$ cat config.mk
export PLATFORM = sky130hd
export DESIGN_NAME = taylor_core
export DESIGN_NICKNAME = d
export VERILOG_FILES = /design/src/hdl/taylor_types_pkg.sv /design/src/hdl/multicore_cfg_pkg.sv /design/src/hdl/taylor_core.sv
export SDC_FILE = /design/constraint.sdc
export NUM_CORES = 1
export LEC_CHECK = 0
export BUFFER_PORTS_ARGS = -buffer_cell sky130_fd_sc_hd__buf_4
export CORE_AREA = 2 2 221 158
export DETAILED_ROUTE_END_ITERATION = 7
export DIE_AREA = 0 0 223 160
export HOLD_SLACK_MARGIN = 0.02
export PLACE_DENSITY_LB_ADDON = 0.2
export SYNTH_ARGS = -nofsm -noshare
export SYNTH_HDL_FRONTEND = slang
export SYNTH_SLANG_ARGS = --single-unit
$ cat constraint.sdc
create_clock -name clk -period 9.8 [get_ports clk]
set_clock_uncertainty 0.15 [all_clocks]
set_input_delay 1.47 -clock clk [delete_from_list [all_inputs] [get_ports clk]]
set_output_delay 1.47 -clock clk [all_outputs]
set_load 0.005 [all_outputs]
$ cat src/hdl/taylor_types_pkg.sv
package taylor_types_pkg;

	localparam int SAMPLE_W = 19;
	localparam int COEF_W = 28;
	localparam int RESULT_W = 28;
	localparam int TAG_W = 8;
	localparam int CORE_ID_W = 2;

	// Q2.16 input sample
	typedef logic signed [SAMPLE_W-1:0] sample_t;

	// Q11.16 coefficient
	typedef logic signed [COEF_W-1:0] coef_t;

	// Polynomial value, wraps at this width
	typedef logic signed [RESULT_W-1:0] result_t;

	typedef logic [TAG_W-1:0] tag_t;          // Sequence number, given at acceptance
	typedef logic [CORE_ID_W-1:0] core_id_t;  // Core index

	// Full product of accumulator and sample, before rescaling
	typedef logic signed [RESULT_W+SAMPLE_W-1:0] prod_t;

	// Work item handed from the dispatcher to a core
	typedef struct packed {
		tag_t tag;
		sample_t x;
	} job_t;

	// Finished result of one core
	typedef struct packed {
		core_id_t core_id;
		tag_t tag;
		result_t value;
	} result_msg_t;

	typedef enum logic [1:0] {
		core_idle,
		core_compute,
		core_done
	} core_state_e;

endpackage

$ cat src/hdl/multicore_cfg_pkg.sv
package multicore_cfg_pkg;

	import taylor_types_pkg::*;

	localparam int NUM_CORES = 4;
	localparam int RELEASE_GAP = 17;  // Cycles between successive core enables
	localparam int FRAC_BITS = 16;
	localparam int ORDER = 3;         // Polynomial degree

	localparam int GAP_W = $clog2(RELEASE_GAP);
	localparam int REL_W = $clog2(NUM_CORES + 1);
	localparam int STEP_W = $clog2(ORDER + 1);

	// Row per core, c0 first
	localparam coef_t COEFS [NUM_CORES][ORDER+1] = '{
		'{28'sh001_0000, 28'sh001_0000, 28'sh000_8000, 28'sh000_2aab},   // exp(x)
		'{28'sh000_0000, 28'sh001_0000, 28'sh000_0000, -28'sh000_2aab},  // sin(x)
		'{28'sh001_0000, 28'sh000_0000, -28'sh000_8000, 28'sh000_0000},  // cos(x)
		'{28'sh000_0000, 28'sh001_0000, -28'sh000_8000, 28'sh000_5555}   // ln(1+x)
	};

endpackage

$ cat src/hdl/taylor_core.sv
`timescale 1ns/1ps

module taylor_core #(
	parameter int CORE_ID = 0
) (
	input logic clk,
	input logic rst,
	input logic start,
	input taylor_types_pkg::job_t job,
	input logic grant,
	output logic busy,
	output logic done,
	output taylor_types_pkg::result_msg_t msg
);

	import taylor_types_pkg::*;
	import multicore_cfg_pkg::*;

	core_state_e state;
	logic [STEP_W-1:0] step;  // Index of the coefficient added next
	sample_t x;
	tag_t tag;
	result_t acc;
	prod_t prod;
	prod_t scaled;
	result_t next_acc;

	// One Horner step: acc*x rescaled, plus the next lower coefficient
	assign prod = acc * x;
	assign scaled = prod >>> FRAC_BITS;
	assign next_acc = scaled[RESULT_W-1:0] + COEFS[CORE_ID][step];

	always_ff @(posedge clk) begin
		if (rst) begin
			state <= core_idle;
			step <= '0;
		end else begin
			case (state)
				core_idle: begin
					if (start) begin
						state <= core_compute;
						step <= STEP_W'(ORDER - 1);
					end
				end
				core_compute: begin
					step <= step - 1'b1;
					if (step == '0) begin
						state <= core_done;  // c0 added this cycle
					end
				end
				core_done: begin
					if (grant) begin
						state <= core_idle;
					end
				end
				default: state <= core_idle;
			endcase
		end
	end

	always_ff @(posedge clk) begin
		if (state == core_idle && start) begin
			acc <= COEFS[CORE_ID][ORDER];  // Start from the highest coefficient
			x <= job.x;
			tag <= job.tag;
		end else if (state == core_compute) begin
			acc <= next_acc;
		end
	end

	// Busy covers the start cycle so the dispatcher skips this core at once
	assign busy = (state != core_idle) || start;
	assign done = (state == core_done);

	assign msg.core_id = core_id_t'(CORE_ID);
	assign msg.tag = tag;
	assign msg.value = acc;  // Held until grant

endmodule

==> impl_table.tex <==
\begin{tabular}{lr}
\hline
Metric & Value \\
\hline
\multicolumn{2}{l}{\textbf{Outcome}} \\
\quad Status & complete, no violations \\
\multicolumn{2}{l}{\textbf{Yosys}} \\
\quad Share of synthesized cell area in and, or, nand and nor gates & 17.3\% \\
\quad Dominant combinational cell family by area after synthesis & adder cells \\
\quad Most instantiated flip-flop cell in the synthesis netlist & dfxtp\_1 \\
\quad Area of the mapped netlist & 20800 um2 \\
\quad Asr flop ratio synth & 0\% \\
\quad Yosys warning total & 0 \\
\quad Adder and majority cell fraction of the synthesized area & 55.9\% \\
\quad Yosys top cell by area & fa\_1 \\
\quad Xor/xnor share of the synthesized area & 2.52\% \\
\quad Share of the synthesized area in compound gates (AO/OA/AOI/OAI) & 6.17\% \\
\quad Proportion of synthesized area in mux cells & 0.294\% \\
\quad Avg Inst Size Synth & 9.25 um2 \\
\quad Sequential element share of the synthesized area & 6.97\% \\
\quad Number of synthesized flops with an enable pin & 27 \\
\quad Count of mapped cells out of synthesis & 2251 \\
\quad Number of register bits inferred by synthesis & 59 \\
\quad Most area-consuming cells after synthesis & fa\_1, inv\_1, ha\_1, and2\_1, nand2\_1 \\
\quad List of most frequent post-synthesis cells & fa\_1, inv\_1, nand2\_1, and2\_1, ha\_1 \\
\quad Most numerous cell in the Yosys netlist & fa\_1 \\
\quad Share of Yosys cell area claimed by the top area cell type & 48.0\% \\
\quad Distinct cell type count of the synthesized netlist & 84 \\
\multicolumn{2}{l}{\textbf{STA}} \\
\quad Post-layout min period & 9.07 ns \\
\quad Worst slew margin relative to its limit & 26.1\% \\
\quad Slew of the pin with the lowest slew margin & 1.11 ns \\
\quad Unrepaired setup endpoints after global routing & false \\
\quad Final count of hold timing violations & 0 \\
\quad Max-slew violation count & 0 \\
\quad Final setup violation count & 0 \\
\quad Tcrit/Tclk final & 92.6\% \\
\quad Total negative slack & 0 ns \\
\quad Maximum operating frequency & 0.110 GHz \\
\multicolumn{2}{l}{\textbf{Critical path}} \\
\quad Cell repeated most along the worst path & fa\_1 \\
\quad Length in cells of the worst reg-to-reg path & 29 \\
\quad Setup crit end kind & flip-flop \\
\quad R2r endpoint & acc[27] \\
\quad Biggest fanout along the worst timing path & 16 \\
\quad Family with the most delay on the worst path & adder cells \\
\quad Maximum single-stage delay on the critical path & 1.08 ns \\
\quad Crit start category & flip-flop \\
\quad Worst path required time & 9.86 ns \\
\quad Worst path slowest cell & edfxtp\_1 \\
\quad Buffering stage count on the worst path with inverters included & 3 \\
\quad Category of the critical setup timing path & flip-flop to flip-flop \\
\quad CP arrival & 9.13 ns \\
\quad Register-to-register path setup slack & 0.73 ns \\
\quad Worst R2R Start & x[11] \\
\multicolumn{2}{l}{\textbf{Place}} \\
\quad DP Area & 21700 um2 \\
\quad Total half-perimeter wirelength after legalization and detailed placement & 47100 um \\
\quad Global placer's final weighted congestion & 0.965 \\
\quad Cell total after placement & 2681 \\
\quad Number of input and output port buffers inserted & 68 \\
\multicolumn{2}{l}{\textbf{Clocking}} \\
\quad Cell at the root of the clock tree & clkbuf\_16 \\
\quad Largest buffer count on any clock path & 2 \\
\quad Clock transition at the registers of the reported paths & 0.06 ns \\
\quad Insertion delay of the later-clocked pin in the worst-skew pair & 0.34 ns \\
\quad Number of H-tree levels & 3 \\
\quad Hold-fix buffers, CTS & 0 \\
\quad Cts bufs inserted & 9 \\
\quad \# resized after CTS & 0 \\
\quad CTS tree & yes \\
\quad TritonCTS sink count & 59 \\
\quad Post-CTS Setup Repair Bufs & 0 \\
\multicolumn{2}{l}{\textbf{Layout}} \\
\quad Number of antenna repair diodes & 0 \\
\quad Number of nets in the layout & 2912 \\
\quad Area added between synthesis and finish & 5.82\% \\
\quad Count of non-filler cells in the finished layout & 2697 \\
\quad Proportion of layout cells with a drive suffix above 1 & 7.10\% \\
\quad Final core utilization & 65.0\% \\
\quad Final cell area excluding filler cells & 22000 um2 \\
\multicolumn{2}{l}{\textbf{Global route}} \\
\quad Via count of the first global-routing pass & 16288 \\
\quad Antenna violations before repair & 0 \\
\quad Congestion Overflow GR & 0 \\
\quad Global-route wire length before repair & 92400 um \\
\quad Total track usage & 34.4\% \\
\quad Maximum number of pins on one net before global-route repair & 31 \\
\multicolumn{2}{l}{\textbf{Routing}} \\
\quad Total wire length after detailed routing & 58000 um \\
\quad Violation count after the first detailed-routing iteration & 1503 \\
\quad Final antenna-violating net count & 0 \\
\quad Routed wire per std cell & 21.5 um \\
\quad Ratio of routed vias to standard cells & 5.72 \\
\quad Total number of vias & 15437 \\
\quad Remaining routing DRC violations & 0 \\
\quad DR pass1 iterations & 6 \\
\multicolumn{2}{l}{\textbf{Min path}} \\
\quad Number of instances on the worst hold path & 2 \\
\quad Worst-case hold path end point & step[0] \\
\quad Critical hold path startpoint & step[0] \\
\quad Path class of the lowest-slack min-delay path & flip-flop to flip-flop \\
\multicolumn{2}{l}{\textbf{Floorplanning}} \\
\quad Starting density of the core & 61.5\% \\
\quad Number of core rows & 57 \\
\quad CORE AREA & 33900 um2 \\
\quad Die X-Extent & 223 um \\
\quad Vertical die dimension & 160 um \\
\quad Top-level I/O count & 71 \\
\quad Floorplan die area & 35700 um2 \\
\multicolumn{2}{l}{\textbf{Flow run}} \\
\quad Number of max-cap violations & 0 \\
\hline
\end{tabular}
[flip-flops by register name, indices dropped and copies added (netlist names)]
signal	count
acc	28
state	2
step	2
tag	8
x	19
[routing by layer]
layer  GRT usage [%]  vias up  wire length, um
met5               0        -                0
met4            5.86        0              901
met3            15.2       72             9050
met2            45.9      874            22800
met1            52.3     7774            25200
li1                -     6717                -
[tightest hold or removal path, cell delays in order, from the launching register on]
cell,delay [ns]
dfxtp_1,0.31
inv_1,0.12
a211oi_1,0.09
[cell type report]
| cell class | count | area [um2] |
|---|---|---|
| Clock inverter | 4 | 28.8 |
| Tap cell | 442 | 553 |
| Timing Repair Buffer | 114 | 856 |
| Clock buffer | 12 | 279 |
| Inverter | 466 | 1750 |
| Fill cell | 2712 | 11800 |
| Sequential cell | 59 | 1450 |
| Multi-Input combinational cell | 1600 | 17100 |
[worst max-delay path by stage]
stage / from / endpoint / slack, ns / cells after the start
global route: x[11] / acc[21] / 0.33 / 29
floorplan: x[10] / acc[27] / 1.88 / 31
global placement: x[1] / acc[27] / 1.11 / 30
detailed placement: acc[7] / acc[27] / 0.90 / 29
finish: x[11] / acc[27] / 0.73 / 29
CTS: acc[7] / acc[27] / 0.89 / 29
[kinds of logic after synthesis]
kind of cell,count (synthesis)
XOR/XNOR,60
flip-flops,59
adder cells (fa/ha/maj),631
buffers and inverters,593
AND/OR/NAND/NOR,712
other,1
AO/OA/AOI/OAI,189
multiplexers,6
[cells in the final DEF (no fill, tap or decap), drive strengths merged, types with 4 or more instances in the layout]
cell type and n:
dfxtp 32, a31oi 9, or3 4, buf 114
mux2i 5, edfxtp 27, xnor2 45, o21ai 44
a21o 17, nor2 39, o211ai 7, o311ai 5
fa 499, and2 240, a221oi 4, and3 6
inv 467, nand2 322, nor2b 24, ha 132
or2 4, nand4 10, clkbuf 12, nor3b 4
nand3 21, xor2 15, nor4 5, a21oi 52
o31a 5, a211oi 7, o21bai 4, o21a 7
nand2b 13, nor3 9
[metrics by stage]
stage               setup WS, ns  hold slack (ns)
floorplan                   1.88            0.353
global placement            1.11            0.379
detailed placement         0.897            0.406
CTS                        0.891            0.416
global route               0.330            0.454
finish                     0.728            0.410
Power is left out: the tool's default activity adds up to more than one toggle a clock period on the data nets, which glitch-free logic cannot reach.
