===== src/hdl/taylor_types_pkg.sv =====
package taylor_types_pkg;

	localparam int SAMPLE_W = 19;
	localparam int COEF_W = 28;
	localparam int RESULT_W = 28;
	localparam int TAG_W = 8;
	localparam int CORE_ID_W = 2;

	// Q2.16 input sample
	typedef logic signed [SAMPLE_W-1:0] sample_t;

	// Q11.16 coefficient
	typedef logic signed [COEF_W-1:0] coef_t;

	// Polynomial value, wraps at this width
	typedef logic signed [RESULT_W-1:0] result_t;

	typedef logic [TAG_W-1:0] tag_t;          // Sequence number, given at acceptance
	typedef logic [CORE_ID_W-1:0] core_id_t;  // Core index

	// Full product of accumulator and sample, before rescaling
	typedef logic signed [RESULT_W+SAMPLE_W-1:0] prod_t;

	// Work item handed from the dispatcher to a core
	typedef struct packed {
		tag_t tag;
		sample_t x;
	} job_t;

	// Finished result of one core
	typedef struct packed {
		core_id_t core_id;
		tag_t tag;
		result_t value;
	} result_msg_t;

	typedef enum logic [1:0] {
		core_idle,
		core_compute,
		core_done
	} core_state_e;

endpackage


===== src/hdl/multicore_cfg_pkg.sv =====
package multicore_cfg_pkg;

	import taylor_types_pkg::*;

	localparam int NUM_CORES = 4;
	localparam int RELEASE_GAP = 17;  // Cycles between successive core enables
	localparam int FRAC_BITS = 16;
	localparam int ORDER = 3;         // Polynomial degree

	localparam int GAP_W = $clog2(RELEASE_GAP);
	localparam int REL_W = $clog2(NUM_CORES + 1);
	localparam int STEP_W = $clog2(ORDER + 1);

	// Row per core, c0 first
	localparam coef_t COEFS [NUM_CORES][ORDER+1] = '{
		'{28'sh001_0000, 28'sh001_0000, 28'sh000_8000, 28'sh000_2aab},   // exp(x)
		'{28'sh000_0000, 28'sh001_0000, 28'sh000_0000, -28'sh000_2aab},  // sin(x)
		'{28'sh001_0000, 28'sh000_0000, -28'sh000_8000, 28'sh000_0000},  // cos(x)
		'{28'sh000_0000, 28'sh001_0000, -28'sh000_8000, 28'sh000_5555}   // ln(1+x)
	};

endpackage


===== src/hdl/result_arbiter.sv =====
`timescale 1ns/1ps

module result_arbiter (
	input logic clk,
	input logic rst,
	input logic [multicore_cfg_pkg::NUM_CORES-1:0] done,
	input taylor_types_pkg::result_msg_t msgs [multicore_cfg_pkg::NUM_CORES],
	output logic [multicore_cfg_pkg::NUM_CORES-1:0] grant,
	output logic out_valid,
	output taylor_types_pkg::result_msg_t out_msg
);

	import taylor_types_pkg::*;
	import multicore_cfg_pkg::*;

	logic found;
	core_id_t sel;

	// Fixed priority, lowest index wins
	always_comb begin
		found = 1'b0;
		sel = '0;
		grant = '0;
		for (int i = 0; i < NUM_CORES; i++) begin
			if (!found && done[i]) begin
				found = 1'b1;
				sel = core_id_t'(i);
				grant[i] = 1'b1;
			end
		end
	end

	always_ff @(posedge clk) begin
		if (rst) begin
			out_valid <= 1'b0;
		end else begin
			out_valid <= found;  // One pulse per granted result
		end
	end

	always_ff @(posedge clk) begin
		if (found) begin
			out_msg <= msgs[sel];
		end
	end

endmodule


===== config.mk =====
export PLATFORM = sky130hd
export DESIGN_NAME = result_arbiter
export DESIGN_NICKNAME = d
export VERILOG_FILES = /design/src/hdl/taylor_types_pkg.sv /design/src/hdl/multicore_cfg_pkg.sv /design/src/hdl/result_arbiter.sv
export SDC_FILE = /design/constraint.sdc
export NUM_CORES = 1
export LEC_CHECK = 0
export ABC_CLOCK_PERIOD_IN_PS = 1600
export BUFFER_PORTS_ARGS = -buffer_cell sky130_fd_sc_hd__clkbuf_2
export CORE_ASPECT_RATIO = 0.8
export CORE_MARGIN = 10
export CORE_UTILIZATION = 42
export CTS_CLUSTER_SIZE = 28
export DETAILED_ROUTE_END_ITERATION = 16
export PLACE_DENSITY = 0.88
export SLEW_MARGIN = 20
export SYNTH_ARGS = -nofsm -noshare
export SYNTH_HDL_FRONTEND = slang
export SYNTH_SLANG_ARGS = --single-unit

===== constraint.sdc =====
create_clock -name clk -period 1.6 [get_ports clk]
set_input_delay 0.08 -clock clk [delete_from_list [all_inputs] [get_ports clk]]
set_output_delay 0.08 -clock clk [all_outputs]
set_load 0.02 [all_outputs]

==> out/metrics.cfg, run 1 <==
[run_status]
outcome=finished clean

[power]
p_int_mw=2.17
p_seq_share_pct=42.8
power_density_nw_per_um2=754
combPwrFrac_pct=28.8
p_sw_uw=831
p_leak_nw=1.80
swShare_pct=27.7
peakVddDrop_mv=0.400
p_clk_share_pct=28.4

[floorplan]
die_h_um=93.8
rows=26
core_area_um2=6510
die_w_um=112
start_util_pct=44.0
num_io_pins=201
die-area_um2=10500

[worst_hold_path]
hold_class=in2reg
hp-start=msgs[124]

[clock_tree]
cts_inserted_buffers=5
clock_sinks=39
cts_buffer_depth=2
clkTransAtPathRegs_ns=0.08
tritoncts=built
cts_resized=0
cts_max_level=2
ctsRootBufferMaster=clkbuf_8

[finish]
layout_common_cells=clkbuf_2, nor2b_1, edfxtp_1
layout_commonest_cell=clkbuf_2
drive_gt1_share_pct=65.3
nNetsFinal=581
layout.area.seq_um2=1160
areaGrowthSynthToFinish_pct=39.1
fillers=566
multi_input_area_um2=1470
instances_no_fill=508
diodes=0

[drt]
drt_pass1_iterations=4
viasPerCell=5.20
drtAntennaViolNets=0
wire_per_inst_um=19.6
route.detailed.drc=0
drt_iter0_markers=100
dr_total_vias=2644
postRouteWirelength_mm=9.97

[yosys]
yosys_warnings=0
synth_cell_types=26
yosysSeqAreaShare_pct=40.6
netlist_area_um2=2860
synth-seq-cells=39
postSynthCellCount=226
syn_nets=384
syn_area_per_cell_um2=12.7

[sta]
rsz0062_at_grt=false
hold_violations=0
finalSetupTns_ns=0
slew_violations=0
finalSetupViolations=0
worst_slew_pin_slew_ns=1.08
maxSlewHeadroom_pct=27.8
finalCritPeriodShare_pct=81.7
final.min_clock_period_ns=1.31
timing.fmax_ghz=0.765

[worst_setup_path]
crit_path_end_kind=flip-flop
worstPathMaxFanout=38
critPathLaunchType=input pin
crit_type=in2reg
crit_arrival_ns=1.45
crit_start=done[3]
required_ns=1.75

[global_route]
grt_antenna_before_repair=0
grt_overflow=0
grt_first_pass_wirelength_mm=14.8
track_usage_pct=17.5
grt_max_degree=40
grt_pass1_vias=2989

[placed_design]
port_buffers=200
dpl.hpwl_mm=8.09
place_inst=499
gp_congestion=0.808

[job]
cap_violations=0

[registers in the layout (all words and copies together), names as in the netlist]
| register | flops |
|---|---|
| out_valid | 1 |
| out_msg | 38 |
[synthesized netlist by cell type (all sizes together)]
library cell   n  area [um2]
buf           20         203
edfxtp        38        1140
dlymetal6s2s   1        12.5
clkbuf         4        15.0
nor2           3        21.3
a21oi          2        13.8
nor3b         38         375
nand3b         1        11.3
and2           1        6.26
dfxtp          1        20.0
o221a         38         437
o21bai        38         357
nor2b         38         238
nand2          1        3.75
inv            2        7.51
[critical path, cell delays in order]
cell and delay, ns:
clkbuf_2 0.11, nor2_2 0.06, a21oi_4 0.83, o221a_1 0.35
[power groups by stage]
stage	clock (mW)	sequential, mW	combinational [mW]
final	0.853	1.28	0.865
after detailed placement	0	1.31	0.870
after floorplan	0	1.47	0.349
after global placement	0	1.30	0.845
after CTS	0.879	1.29	0.875
after global routing	0.919	1.30	0.929
[cell type report]
class / instances / share of cell area (%)
flip-flops and latches: 39 / 29.2
repair buffers: 215 / 28.0
inverters: 2 / 0.189
multi-input cells: 160 / 37.0
clock inverters: 2 / 0.880
clock buffers: 6 / 2.07
well taps: 84 / 2.64
[cells by family after synthesis]
kind of cell           synth area share (%)
flip-flops                             40.6
AND/OR/NAND/NOR                        22.9
buffers and inverters                  8.31
AO/OA/AOI/OAI                          28.2
[per-layer routing]
metal  wire (um)  global-route usage, %  share of wire [%]
met5           0                      0                  0
met4         223                   6.43                2.2
met3        1060                   7.15                 11
met2        5210                   32.6                 52
met1        3480                   17.2                 35
[timing repair]
| item | CTS | global route |
|---|---|---|
| hold buffers | 1 | 0 |
| buffers inserted | 0 | 0 |
| hold endpoints to repair | 1 | 0 |
| endpoints found under the setup margin | 0 | 0 |
[worst paths after layout]
check,endpoint,cells past startpoint
max,out_msg[35],4
min,out_msg[10],2
[metrics by stage]
step	area (um2)	hold slack, ns	power (mW)	worst slack (ns)	utilization (%)
5_1_grt	3980	0.117	3.15	0.201	61.2
2_1_floorplan	2860	0.149	1.82	0.199	-
3_5_place_dp	3850	0.248	2.18	0.00415	59.2
3_3_place_gp	3850	0.244	2.15	0.0363	59.2
4_1_cts	3980	0.113	3.04	0.311	61.2
6_report	3980	0.124	3.00	0.293	61.2
No activity file was read; power rests on OpenSTA's default activity.
==> run 2, diff against run 1 <==
ABC_AREA = 1   (was default)
ABC_CLOCK_PERIOD_IN_PS = 1370   (was 1600)
CORE_UTILIZATION = 44   (was 42)
clock period = 1.37 ns   (was 1.6 ns; I/O delays follow)
==> run 2 against run 1 <==
  * Non-clock buffer count down 1
  * Area after synthesis up 11%
  * Setup slack better by 0.050 ns
  * Clock-buffer cell count unchanged
  * Sequential power up 21%
  * Critical endpoint is now out_msg[27]
  * Highest routed layer unchanged
==> out/metrics.cfg, run 2 <==
[power]
swShare_pct=33.0
peakVddDrop_mv=0.376
p_clk_share_pct=20.7
p_seq_share_pct=44.5
p_sw_mw=1.15
p_leak_nw=2.88
power_density_nw_per_um2=789
p_int_mw=2.34
fin_total_pwr_mw=3.48
combPwrFrac_pct=34.8

[worst_setup_path]
crit_top_cell=nand2_1
crit_type=in2reg
crit_path_end_kind=flip-flop
max_stage_delay_ns=0.21
worstPathCellList=clkbuf_2 -> nor2_4 -> nand3_2 -> nand2_2 -> buf_12 -> nand2_1 -> nand3_1 -> nand2_1
required_ns=1.41
path_buf_inv=2
slowest_stage=buf_12
worstPathMaxFanout=41
cp_top_family=simple AND/OR/NAND/NOR gates
cp_num_cells=8
critPathCapture=out_msg[27]
critPathLaunchType=input pin
crit_start=done[0]
crit_arrival_ns=1.07

[clock_tree]
clkTransAtPathRegs_ns=0.08
cts_setup_buffers=0
cts_inserted_buffers=5
cts_buffer_depth=2
tritoncts=built
clock_sinks=39
cts_max_level=2
ctsRootBufferMaster=clkbuf_8

[finish]
drive_gt1_share_pct=32.2
areaGrowthSynthToFinish_pct=38.4
top_regs=out_msg: 38 flops, out_valid: 1 flops
largest_reg_flops=38
design_area_um2=4420
diodes=0
layout_commonest_cell=clkbuf_2
fillers=596
layout_common_cells=clkbuf_2, inv_1, nand3_1
nNetsFinal=851
largest_register=out_msg

[sta]
finalSetupTns_ns=0
hold_violations=0
fin_hold_ws_ns=0.155
worst_slew_pin_slew_ns=0.268
finalSetupViolations=0
timing.fmax_ghz=0.974
slew_violations=0
finalCritPeriodShare_pct=75.0
maxSlewHeadroom_pct=82.1
final.min_clock_period_ns=1.03
rsz0062_at_grt=false

[floorplan]
die-area_um2=11100
start_util_pct=45.8
die_w_um=115
rows=27
num_io_pins=201
core_area_um2=6960
die_h_um=96.2

[global_route]
track_usage_pct=19.1
grt_antenna_before_repair=0
grt_overflow=0
grt_max_degree=42
grt_pass1_vias=3690
grt_first_pass_wirelength_mm=17.4

[placed_design]
gp_congestion=0.923
dpl_cell_area_um2=4330
dpl.hpwl_mm=8.89
port_buffers=200

[yosys]
syn_area_per_cell_um2=6.32
synth-seq-cells=39
syn_nets=663
yosys_warnings=0
async_flop_share_pct=0
yosys.cell_count.top_type=inv_1
synth_cell_types=15
synth_commonest_cells=inv_1, nand3_1, nand2_1
synth_edf_count=38
postSynthCellCount=505
synth_top_area_share_pct=35.8
synthFlopType=edfxtp_1
ys_top_cells_by_area=edfxtp_1, nand3_1, inv_1
netlist_area_um2=3190
yosysSeqAreaShare_pct=36.4
synth_top_area_cell=edfxtp_1

[drt]
drt_iter0_markers=362
viasPerCell=4.77
dr_total_vias=3714
drt_pass1_iterations=5
wire_per_inst_um=14.3
postRouteWirelength_mm=11.2
route.detailed.drc=0
drtAntennaViolNets=0

[job]
cap_violations=0

[run_status]
outcome=finished clean

[worst_hold_path]
hold_class=in2reg

-- run 2: through the flow --
step	setup slack (ns)	utilization, %	cells
floorplan	-0.316	-	505
global placement	0.0983	62.3	772
detailed placement	0.0547	62.3	772
CTS	0.355	63.4	779
global route	0.241	63.4	779
finish	0.343	63.4	779
-- run 2: kinds of logic (layout without fill, tap and decap cells) --
group | count (synthesis) | count (layout) | share of synthesized area, %
and+or+nand+nor | 273 | 273 | 38.7
buffers and inverters | 192 | 379 | 24.8
DFF | 39 | 39 | 36.4
AOI/OAI and AO/OA | 1 | 1 | 0.157
-- run 2: layout make-up --
cell class,instances,area (um2),area share [%]
repair buffers,214,1220,27.7
well taps,87,109,2.47
clock buffers,6,72.6,1.64
flip-flops and latches,39,1160,26.3
inverters,159,597,13.5
multi-input cells,274,1250,28.4
-- run 2: per-layer routing --
| layer | global-route usage, % | vias to the layer above | part of all wire, % |
|---|---|---|---|
| met5 | 0 | - | 0 |
| met1 | 21.4 | 1611 | 37 |
| li1 | - | 1895 | - |
| met4 | 6.07 | 0 | 1.5 |
| met3 | 6.22 | 12 | 11 |
| met2 | 33.9 | 196 | 50 |
-- run 2: timing repair --
action / in CTS / in global routing
endpoints found under the hold margin: 1 / 0
resized for setup: 0 / 0
hold buffers: 1 / 0
-- run 2: how the worst min path moves through the flow --
stage	start	endpoint	slack [ns]	cells after the start
detailed placement	rst	out_valid	0.29	4
global route	msgs[107]	out_msg[31]	0.15	5
finish	msgs[102]	out_msg[26]	0.16	5
global placement	rst	out_valid	0.29	4
floorplan	rst	out_valid	0.20	3
CTS	msgs[35]	out_msg[35]	0.13	5
-- run 2: power groups by stage --
stage	clock (mW)	sequential [mW]	combinational, mW
after global placement	0	1.57	1.19
after global routing	0.792	1.56	1.35
final	0.719	1.55	1.21
after CTS	0.750	1.55	1.23
after detailed placement	0	1.58	1.22
after floorplan	0	1.78	0.492
