$ cat src/hdl/taylor_types_pkg.sv
package taylor_types_pkg;

	localparam int SAMPLE_W = 19;
	localparam int COEF_W = 28;
	localparam int RESULT_W = 28;
	localparam int TAG_W = 8;
	localparam int CORE_ID_W = 2;

	// Q2.16 input sample
	typedef logic signed [SAMPLE_W-1:0] sample_t;

	// Q11.16 coefficient
	typedef logic signed [COEF_W-1:0] coef_t;

	// Polynomial value, wraps at this width
	typedef logic signed [RESULT_W-1:0] result_t;

	typedef logic [TAG_W-1:0] tag_t;          // Sequence number, given at acceptance
	typedef logic [CORE_ID_W-1:0] core_id_t;  // Core index

	// Full product of accumulator and sample, before rescaling
	typedef logic signed [RESULT_W+SAMPLE_W-1:0] prod_t;

	// Work item handed from the dispatcher to a core
	typedef struct packed {
		tag_t tag;
		sample_t x;
	} job_t;

	// Finished result of one core
	typedef struct packed {
		core_id_t core_id;
		tag_t tag;
		result_t value;
	} result_msg_t;

	typedef enum logic [1:0] {
		core_idle,
		core_compute,
		core_done
	} core_state_e;

endpackage

$ cat src/hdl/multicore_cfg_pkg.sv
package multicore_cfg_pkg;

	import taylor_types_pkg::*;

	localparam int NUM_CORES = 4;
	localparam int RELEASE_GAP = 17;  // Cycles between successive core enables
	localparam int FRAC_BITS = 16;
	localparam int ORDER = 3;         // Polynomial degree

	localparam int GAP_W = $clog2(RELEASE_GAP);
	localparam int REL_W = $clog2(NUM_CORES + 1);
	localparam int STEP_W = $clog2(ORDER + 1);

	// Row per core, c0 first
	localparam coef_t COEFS [NUM_CORES][ORDER+1] = '{
		'{28'sh001_0000, 28'sh001_0000, 28'sh000_8000, 28'sh000_2aab},   // exp(x)
		'{28'sh000_0000, 28'sh001_0000, 28'sh000_0000, -28'sh000_2aab},  // sin(x)
		'{28'sh001_0000, 28'sh000_0000, -28'sh000_8000, 28'sh000_0000},  // cos(x)
		'{28'sh000_0000, 28'sh001_0000, -28'sh000_8000, 28'sh000_5555}   // ln(1+x)
	};

endpackage

$ cat src/hdl/job_dispatcher.sv
`timescale 1ns/1ps

module job_dispatcher (
	input logic clk,
	input logic rst,
	input logic in_valid,
	input taylor_types_pkg::sample_t in_sample,
	output logic in_ready,
	input logic [multicore_cfg_pkg::NUM_CORES-1:0] enable,
	input logic [multicore_cfg_pkg::NUM_CORES-1:0] busy,
	output logic [multicore_cfg_pkg::NUM_CORES-1:0] start,
	output taylor_types_pkg::job_t job
);

	import taylor_types_pkg::*;
	import multicore_cfg_pkg::*;

	logic found;
	core_id_t sel;
	tag_t tag_cnt;
	logic accept;

	// Lowest enabled core that is free
	always_comb begin
		found = 1'b0;
		sel = '0;
		for (int i = 0; i < NUM_CORES; i++) begin
			if (!found && enable[i] && !busy[i]) begin
				found = 1'b1;
				sel = core_id_t'(i);
			end
		end
	end

	assign in_ready = found;
	assign accept = in_valid && in_ready;

	always_ff @(posedge clk) begin
		if (rst) begin
			start <= '0;
			tag_cnt <= '0;
		end else begin
			start <= '0;  // One cycle pulse
			if (accept) begin
				start[sel] <= 1'b1;
				tag_cnt <= tag_cnt + 1'b1;
			end
		end
	end

	// Shared job, the started core latches it with start
	always_ff @(posedge clk) begin
		if (accept) begin
			job.tag <= tag_cnt;
			job.x <= in_sample;
		end
	end

endmodule

$ cat config.mk
export PLATFORM = sky130hd
export DESIGN_NAME = job_dispatcher
export DESIGN_NICKNAME = d
export VERILOG_FILES = /design/src/hdl/taylor_types_pkg.sv /design/src/hdl/multicore_cfg_pkg.sv /design/src/hdl/job_dispatcher.sv
export SDC_FILE = /design/constraint.sdc
export NUM_CORES = 1
export LEC_CHECK = 0
export BUFFER_PORTS_ARGS = -buffer_cell sky130_fd_sc_hd__buf_2
export CAP_MARGIN = 20
export CORE_MARGIN = 2
export CORE_UTILIZATION = 49
export CTS_CLUSTER_DIAMETER = 150
export CTS_CLUSTER_SIZE = 16
export DETAILED_ROUTE_END_ITERATION = 8
export PLACE_DENSITY = 0.82
export SETUP_SLACK_MARGIN = 0.05
export SLEW_MARGIN = 20
export SYNTH_ARGS = -nofsm -noshare
export SYNTH_HDL_FRONTEND = slang
export SYNTH_SLANG_ARGS = --single-unit
export TNS_END_PERCENT = 30
$ cat constraint.sdc
create_clock -name clk -period 4 [get_ports clk]
set_clock_uncertainty 0.15 [all_clocks]
set_input_delay 0.4 -clock clk [delete_from_list [all_inputs] [get_ports clk]]
set_output_delay 0.4 -clock clk [all_outputs]
set_load 0.01 [all_outputs]
==> impl_results.md, run 1 <==
- Status: finished, final reports clean
- Largest net degree at the start of global routing: 28
- Via/cell ratio: 4.96
- Fill count: 210
- Peak Freq: around 0.51 GHz
- Clock Pin Slew Worst Setup and Hold Paths: 110 ps
- Antenna-violating nets left: 0
- Synth area leader: edfxtp_1
- Crit path kind: in2reg
- Htree depth: 2
- CP Launch Type: primary input
- DRT Pass-1 Iters: 4
- Worst Max-Slew Pin Slew: 959 ps
- Antenna violations before repair: 0
- RSZ-0062 raised after global routing: no
- DP Wirelength: 1.94 mm
- Worst endpoint data arrival time: 1770 ps
- Clock tree buffer depth: 2
- Switch share: 0.213
- Core box area: roughly 2700 µm²
- Yosys cell types: 22
- Period minus WS final: between 1500 and 2000 ps
- Residual DRC count: 0
- HP Class: in2reg
- Synth top area share: 0.594
- Total Routing Usage GR: 0.172
- Final hold vios: 0
- Cell Area, Synth: 1360 µm²
- Max-Slew Margin vs Limit: 0.360
- Fin crit share: 0.489
- Avg Inst Size Synth: 15.2 µm²
- Synth top area cells: edfxtp_1 59%, dfxtp_1 18%, nand2b_4 3.0%
- Wire per inst: roughly 13 µm
- Detailed Route Iter0 Violations: 13
- Reg power frac: 0.592
- Ys Warns: 0
- Pwr/cell area: ~450 nW/µm²
- Die width: between 50 and 60 µm
- Io pins: 62
- Worst-skew pair later-pin latency: 340 ps
- Initial Util: 0.503
- Vias in the first global route: a little over 900
- TritonCTS Buffers: 5
- Routed wire length: between 2 and 3 mm
- Site Rows: 19
- Dpl cell area: about 1700 µm²
- Finished Layout Cells: 188
- Register area share after synthesis: 0.771
- Hold_ws: about 78 ps
- Combinational share of power: 0.098
- Die Area: between 3000 and 4000 µm²
- Endpoints failing setup: 0
- P_int: 0.624 mW
- Setup TNS: 0 ps
- Pins Over Slew Limit: 0
- Leakage power: roughly 0.76 nW
- Die Height: about 57 µm
- Crit path max fanout: 27
- Critical path endpoint category: flop
- Clock power share: 0.310
- Seq cells post-synth: 39
- Global route overflow: 0
- Post-Synthesis Cells: 90
- Antenna fix cells: 0
- Req. time, crit path: ~3800 ps
- CTS tree: done
- Placed insts: between 150 and 200
- Max-cap violations: 0
- Post_cts resized: 0
- CTS sink count: 39
- Port Buf Inserts: 61
- Final Cell Area: 1770 µm²
- CTS Hold Bufs: 0
- GP Congestion: 0.694
- Share of layout cells above drive strength 1: 0.459
- Clock root buffer: clkbuf_4
- Total power: a little under 0.8 mW
- Layout Nets: approximately 190
- P&R area growth vs syn: 29.7%
- Syn Nets: between 100 and 150
- First-pass GRT wire length: between 4 and 5 mm
- Post-CTS Setup Bufs: 0
- Vias: 932
- Worst vdd ir: between 0.2 and 0.3 mV
- Psw: approximately 0.17 mW
-- area by class of cell --
type | instances | area [µm²] | area share
inverters | 3 | 11.3 | 0.00636
clock buffers | 5 | 37.5 | 0.0212
flip-flops and latches | 39 | 1050 | 0.594
well taps | 31 | 38.8 | 0.0219
repair buffers | 61 | 305 | 0.173
multi-input cells | 46 | 287 | 0.162
clock inverters | 3 | 38.8 | 0.0219
-- worst max-delay path, stage by stage --
cell and delay (ps):
buf_2 90, nand2b_1 190, a41o_1 330, inv_1 750
-- through the flow --
step                      utilization  worst slack (ps)
after floorplan                     -              1980
after global placement          0.625              1740
after detailed placement        0.625              1670
after CTS                       0.653              2030
after global routing            0.653              1860
final                           0.653              2040
-- power groups by stage --
stage	sequential [mW]	clock (mW)	combinational [mW]
2_1_floorplan	0.493	0	0.0226
3_3_place_gp	0.478	0	0.0758
3_5_place_dp	0.479	0	0.0792
4_1_cts	0.470	0.251	0.0793
5_1_grt	0.472	0.264	0.0860
6_report	0.469	0.245	0.0779
-- routing by layer --
| metal | global-route usage | part of all wire | vias up |
|---|---|---|---|
| met5 | 0 | 0 | - |
| met4 | 0.110 | 0.011 | 0 |
| met3 | 0.0553 | 0.12 | 4 |
| met2 | 0.286 | 0.47 | 57 |
| met1 | 0.188 | 0.40 | 412 |
| li1 | - | - | 459 |
-- sequential cells by signal, summed over array words and instances, names as in the netlist --
register and flops:
tag_cnt 8, start 4, job 27
-- placed cells by master, fill, tap and decap left out, drive strengths merged --
cell	Yosys	routed
inv	3	3
a41o	1	1
o21ai	5	5
nor2b	2	2
dfxtp	12	12
nor3	2	2
edfxtp	27	27
buf	1	61
clkinv	0	2
and2	2	2
nand2b	5	5
nand3	3	3
nand4	2	2
a21oi	6	6
ha	1	1
bufinv	0	1
or3	5	5
xor2	1	1
nor3b	1	1
clkbuf	1	5
nand2	4	4
nor2	5	5
mux2	1	1
-- Yosys cell counts (all sizes together) --
cell type   n
and2        2
xor2        1
nand2       4
nand3       3
a41o        1
edfxtp     27
o21ai       5
clkbuf      1
nor3        2
nand4       2
mux2        1
or3         5
inv         3
nor3b       1
a21oi       6
nor2b       2
nand2b      5
dfxtp      12
buf         1
nor2        5
ha          1
-- kinds of logic (layout without fill, tap and decap cells) --
group | Yosys count | count (layout) | synth area share
mux | 1 | 1 | 0.00826
compound gates | 12 | 12 | 0.0477
flops | 39 | 39 | 0.771
buf+inv | 5 | 72 | 0.0193
simple gates | 31 | 31 | 0.139
xor+xnor | 1 | 1 | 0.00642
fa+ha+maj | 1 | 1 | 0.00917
-- path summary, 6_finish.rpt --
check	startpoint	endpoint	slack, ps	cells past startpoint
max reg2reg	tag_cnt[3]$_SDFFE_PP0P_	tag_cnt[7]$_SDFFE_PP0P_	2480	4
min reg2reg	tag_cnt[7]$_SDFFE_PP0P_	job[26]$_DFFE_PP_	320	0
min	in_sample[11]	job[11]$_DFFE_PP_	80	1
max	busy[1]	job[19]$_DFFE_PP_	2040	4
Power figures use the tool's default switching activity.
==> inputs of run 2 (changes only) <==
Settings changed: ABC_AREA set to 1, CORE_UTILIZATION 49 to 42, PLACE_DENSITY 0.82 to 0.73.
Clock period 4 ns to 1.69 ns, I/O delays scaled along.
==> run 2 against run 1 <==
Net effect:
- wire length is 27% higher
- die area up 26%
- total power grew 150%
- sequential power increased by 140%
- clock-buffer cell count did not move
- core utilization down 0.29 points
- critical path depth rose by 2
- sequential share of layout area down 11 points
- critical endpoint is now start[1]$_SDFF_PP0_
- largest power group unchanged
==> impl_results.md, run 2 <==
- Max-Slew Margin vs Limit: 0.826
- Routed wire length: around 3.2 mm
- Switch share: 0.227
- Worst-skew pair later-pin latency: 340 ps
- Placed insts: ~230
- Synth top area share: 0.544
- Site Rows: 21
- Antenna-violating nets left: 0
- Antenna violations before repair: 0
- Top FF cell, synth: edfxtp_1
- Peak Freq: 0.648 GHz
- Sequence of cells on the critical path: dlygate4sd3_1 -> buf_2 -> nand2_2 -> nand3_1 -> dlygate4sd3_1 -> nor2_1
- Via/cell ratio: between 4 and 5
- DRT Pass-1 Iters: 4
- Clock tree buffer depth: 2
- P_int: 1.52 mW
- Pins Over Slew Limit: 0
- Worst-path cell with the longest stage delay: dlygate4sd3_1
- Global route overflow: 0
- Max FFs per register: 27
- Cell Area, Synth: ~1500 µm²
- HP Class: in2reg
- Count leader, synth: edfxtp_1
- Commonest non-fill, non-tap cell in the layout: buf_2
- Die Area: about 4000 µm²
- Avg Inst Size Synth: about 12 µm²
- Antenna fix cells: 0
- Max stage delay on crit path: about 560 ps
- Clock power share: 0.301
- Worst endpoint data arrival time: ~1700 ps
- Total Routing Usage GR: 0.176
- First-pass GRT wire length: approximately 5.3 mm
- Yosys cell types: 23
- Synth top area cells: edfxtp_1 54%, dfxtp_1 16%, nand2_1 5.0%
- Clock Pin Slew Worst Setup and Hold Paths: about 120 ps
- Wire per inst: 12.3 µm
- Biggest registers after layout: job x27, tag_cnt x8, start x4
- Largest net degree at the start of global routing: 31
- Crit path max-delay family: buffers and inverters
- Syn Nets: roughly 150
- Worst vdd ir: ~0.4 mV
- WP buf/inv: 3
- CP Launch Type: primary input
- Setup TNS: 0 ps
- Clock root buffer: clkbuf_4
- Status: finished, final reports clean
- Synth top cells by count: 27 x edfxtp_1, 20 x nand2_1, 15 x inv_1
- Most frequent cells in the layout: 61 x buf_2, 27 x edfxtp_1, 23 x dlygate4sd3_1
- Fill count: 264
- Reg power frac: 0.565
- Worst Max-Slew Pin Slew: 261 ps
- Register area share after synthesis: 0.705
- GP Congestion: about 0.8
- P&R area growth vs syn: 46.6%
- Pwr/cell area: approximately 900 nW/µm²
- Die width: ~64 µm
- Final hold vios: 0
- Post_cts resized: 0
- Crit path max fanout: 4
- Vias: between 1000 and 1500
- TritonCTS Buffers: 5
- Finished Layout Cells: between 200 and 300
- Leakage power: 0.956 nW
- Post-Synthesis Cells: between 100 and 150
- Final setup margin: roughly 150 ps
- Setup slack at placement: 273 ps
- Fin crit share: 0.914
- Initial Util: 0.443
- Total power: approximately 2.0 mW
- Die Height: around 64 µm
- DP Wirelength: between 2 and 2.5 mm
- CTS sink count: 39
- Detailed Route Iter0 Violations: 56
- Post-synth EDFFs: 27
- Combinational share of power: 0.134
- Seq cells post-synth: 39
- Htree depth: 2
- Critical path endpoint category: flop
- Area of the multi-input gates: ~380 µm²
- Area of all sequential standard cells: approximately 1100 µm²
- Psw: about 0.45 mW
- Period minus WS final: between 1500 and 2000 ps
- Core box area: about 3400 µm²
- Crit path kind: in2reg
- CTS tree: done
- Residual DRC count: 0
- Most flops, register: job
- Port Buf Inserts: 61
- Ys Warns: 0
- Max-cap violations: 0
- Endpoints failing setup: 0
- Synth area leader: edfxtp_1
- RSZ-0062 raised after global routing: no
- Most used cell, CP: dlygate4sd3_1
- Share of layout cells above drive strength 1: 0.395
- Vias in the first global route: about 1200
- Req. time, crit path: between 1500 and 2000 ps
- Layout Nets: approximately 250
- Io pins: 62
- Async S/R FF share, synth: 0
## run 2: cell types whose count changed after synthesis, sizes merged, moves of 5 or more
cell	change
inv	+12
nand2	+23
nor2	+10
or3	-5
nand3	+5
nand2b	-5
## run 2: through the flow
| stage | utilization | hold WS, ps | instance area, µm² |
|---|---|---|---|
| 2_1_floorplan | - | 81.4 | 1500 |
| 3_3_place_gp | 0.557 | 197 | 1870 |
| 3_5_place_dp | 0.557 | 197 | 1870 |
| 4_1_cts | 0.648 | 6.04 | 2180 |
| 5_1_grt | 0.650 | 14.5 | 2190 |
| 6_report | 0.650 | 19.1 | 2190 |
## run 2: logic make-up after synthesis
family                   synth area share
AND/OR/NAND/NOR                     0.200
flip-flops                          0.705
buffers and inverters              0.0428
AO/OA/AOI/OAI                      0.0377
XOR/XNOR                          0.00587
adder cells (fa/ha/maj)           0.00839
## run 2: path summary, 6_finish.rpt
path / startpoint / slack (ps) / cells after the start / to
setup / recovery: enable[0] / 150 / 6 / start[1]$_SDFF_PP0_
hold / removal: in_valid / 20 / 3 / tag_cnt[3]$_SDFFE_PP0P_
setup reg to reg: tag_cnt[1]$_SDFFE_PP0P_ / 250 / 6 / tag_cnt[6]$_SDFFE_PP0P_
hold reg to reg: tag_cnt[7]$_SDFFE_PP0P_ / 350 / 0 / job[26]$_DFFE_PP_
## run 2: cell type report
| type | instances | area share |
|---|---|---|
| flip-flops and latches | 39 | 0.481 |
| repair buffers | 86 | 0.258 |
| well taps | 46 | 0.0263 |
| clock inverters | 3 | 0.0177 |
| inverters | 15 | 0.0258 |
| multi-input cells | 67 | 0.175 |
| clock buffers | 5 | 0.0172 |
## run 2: routing by layer
metal  wire length [µm]  global-route usage  up-vias
li1                   -                   -      595
met1               1260               0.192      533
met2               1560               0.312       70
met3                330              0.0679        8
met4                 59              0.0571        0
met5                  0                   0        -
## run 2: power groups by stage
stage / combinational (mW) / clock, mW / sequential [mW]
2_1_floorplan: 0.0733 / 0 / 1.17
3_3_place_gp: 0.216 / 0 / 1.13
3_5_place_dp: 0.218 / 0 / 1.13
4_1_cts: 0.259 / 0.605 / 1.11
5_1_grt: 0.291 / 0.641 / 1.12
6_report: 0.264 / 0.593 / 1.11
## run 2: repair_timing
item                                    in CTS  in global routing
hold endpoints to repair                    25                  0
hold buffers                                23                  0
endpoints found under the setup margin       0                  1
buffers inserted                             0                  1
## run 2: worst register-to-register path, stage by stage, from the launching register on
cell	delay, ps
dfxtp_1	410
ha_1	220
nand3_1	130
nor3_1	220
nand3_1	110
nand2_1	70
nor2_1	40
==> inputs of run 3 (changes only) <==
Settings changed: SKIP_LAST_GASP set to 1.
Clock period 1.69 ns to 1.35 ns, I/O delays scaled along.
==> run 3 against run 2 <==
Net effect:
- sequential power rose by 25%
- core utilization rose by 4.2 points
- first-iteration DRC count shrank 18%
- hold slack worse by 7.9 ps
- critical path type is now reg2reg
- largest power group unchanged
==> impl_results.md, run 3 (synthesis gave the netlist of run 2 again) <==
- Via/cell ratio: approximately 4.7
- Crit path max fanout: 3
- Residual DRC count: 0
- Sequence of cells on the critical path: ha_4 -> buf_4 -> xor2_1 -> nand3_1 -> a21oi_1
- RSZ-0062 raised after global routing: yes
- Req. time, crit path: around 1500 ps
- Antenna violations before repair: 0
- Clock tree buffer depth: 2
- Status: finished, final reports clean
- Commonest non-fill, non-tap cell in the layout: buf_2
- Max-cap violations: 0
- P_int: roughly 1.8 mW
- Layout Nets: 250
- Met2 WL: approximately 1.7 mm
- Port Buf Inserts: 61
- Pins Over Slew Limit: 0
- Hold_sp: enable[2]
- Final Cell Area: approximately 2300 µm²
- Worst Max-Slew Pin Slew: ~190 ps
- Max FFs per register: 27
- Total power: around 2.3 mW
- HP Class: in2reg
- TritonCTS Buffers: 5
- Dpl cell area: slightly below 2000 µm²
- Fin crit share: 0.935
- Share of layout cells above drive strength 1: 0.468
- Worst-skew pair later-pin latency: about 340 ps
- Psw: roughly 0.58 mW
- Initial Util: 0.443
- Io pins: 62
- Clock Pin Slew Worst Setup and Hold Paths: around 110 ps
- Site Rows: 21
- Most frequent cells in the layout: 61 x buf_2, 27 x edfxtp_1, 24 x dlygate4sd3_1
- Worst vdd ir: 0.503 mV
- Most flops, register: job
- Critical path endpoint category: flop
- Reg power frac: 0.596
- First-pass GRT wire length: approximately 5.2 mm
- Total Routing Usage GR: 0.175
- Met1 wire length: roughly 1.3 mm
- Global route overflow: 0
- Wire per inst: roughly 12 µm
- CTS sink count: 39
- Max stage delay on crit path: roughly 370 ps
- Worst endpoint data arrival time: between 1000 and 1500 ps
- Final setup margin: between 80 and 90 ps
- Antenna-violating nets left: 0
- FF-to-FF path depth: 5
- Core box area: about 3400 µm²
- Clock root buffer: clkbuf_4
- Setup TNS: 0 ps
- Switch share: 0.246
- Crit path kind: reg2reg
- Pwr/cell area: between 1000 and 1500 nW/µm²
- DP Wirelength: slightly above 2 mm
- Detailed Route Iter0 Violations: between 40 and 50
- Peak Freq: approximately 0.8 GHz
- Die Height: between 60 and 70 µm
- Biggest registers after layout: job x27, tag_cnt x8, start x4
- R2r startpoint: tag_cnt[0]$_SDFFE_PP0P_
- CP Launch Type: flop
- Vias: ~1200
- Final hold vios: 0
- Fill count: 248
- GP Congestion: between 0.9 and 1
- Clock power share: 0.238
- Hold endpoint: start[2]$_SDFF_PP0_
- Combinational share of power: 0.167
- Die Area: a little over 4000 µm²
- Htree depth: 2
- DRT Pass-1 Iters: 4
- Largest net degree at the start of global routing: 31
- Leakage power: between 1 and 1.5 nW
- Max-Slew Margin vs Limit: 0.872
- Period minus WS final: around 1300 ps
- Critical R2R Capture: tag_cnt[2]$_SDFFE_PP0P_
- Antenna fix cells: 0
- Crit path max-delay family: flip-flops
- Setup slack at placement: around 7.2 ps
- Highest metal used: met4
- Endpoints failing setup: 0
- Die width: around 64 µm
- Vias in the first global route: about 1100
- Hold Path Stages: 5
- Met3 wire length: approximately 250 µm
- Post-layout util: 0.692
- CTS tree: done
- Worst reg-to-reg setup slack: between 80 and 90 ps
- P&R area growth vs syn: 56.1%
- WP buf/inv: 1
- Worst-path cell with the longest stage delay: dfxtp_4
- Routed wire length: about 3.3 mm
[run 3: repair_timing]
action | in CTS | in global routing
gates resized for setup | 2 | 12
hold endpoints to repair | 27 | 0
gates cloned | 0 | 0
setup endpoints to repair | 4 | 6
setup buffers | 0 | 1
hold buffers | 24 | 0
pin swaps | 0 | 5
[run 3: power by group through the flow]
stage,sequential (mW),combinational [mW],clock (mW)
after CTS,1.39,0.376,0.567
final,1.39,0.389,0.555
after global routing,1.40,0.422,0.623
after detailed placement,1.41,0.320,0
after global placement,1.41,0.314,0
after floorplan,1.46,0.115,0
[run 3: cell type report]
class,instances,area (µm²),area share
Timing Repair Buffer,91,607,0.261
Clock buffer,8,48.8,0.0210
Multi-Input combinational cell,67,465,0.200
Tap cell,46,57.6,0.0247
Sequential cell,39,1060,0.455
Inverter,15,90.1,0.0387
[run 3: per-stage QoR]
| step | std cells | hold slack, ps |
|---|---|---|
| 4_1_cts | 265 | 1.90 |
| 2_1_floorplan | 122 | 47.4 |
| 6_report | 266 | 11.2 |
| 3_3_place_gp | 233 | 163 |
| 3_5_place_dp | 233 | 163 |
| 5_1_grt | 266 | 14.6 |
[run 3: how the worst max path moves through the flow]
stage,end,from,slack (ps),cells after the start
2_1_floorplan,job[0]$_DFFE_PP_,busy[2],-10,5
3_3_place_gp,job[19]$_DFFE_PP_,busy[2],30,7
3_5_place_dp,tag_cnt[6]$_SDFFE_PP0P_,tag_cnt[0]$_SDFFE_PP0P_,7,6
4_1_cts,tag_cnt[5]$_SDFFE_PP0P_,tag_cnt[2]$_SDFFE_PP0P_,40,6
5_1_grt,tag_cnt[2]$_SDFFE_PP0P_,tag_cnt[0]$_SDFFE_PP0P_,30,5
6_report,tag_cnt[2]$_SDFFE_PP0P_,tag_cnt[0]$_SDFFE_PP0P_,90,5
[run 3: layer usage]
metal  global-route usage  vias to the layer above
li1                     -                      606
met1                0.197                      571
met2                0.289                       56
met3               0.0589                        6
met4                0.101                        0
met5                    0                        -
[run 3: worst min-delay path: cells and delay by family]
family        cells  cell delay, ps
simple gates      3             170
buf+inv           2             160
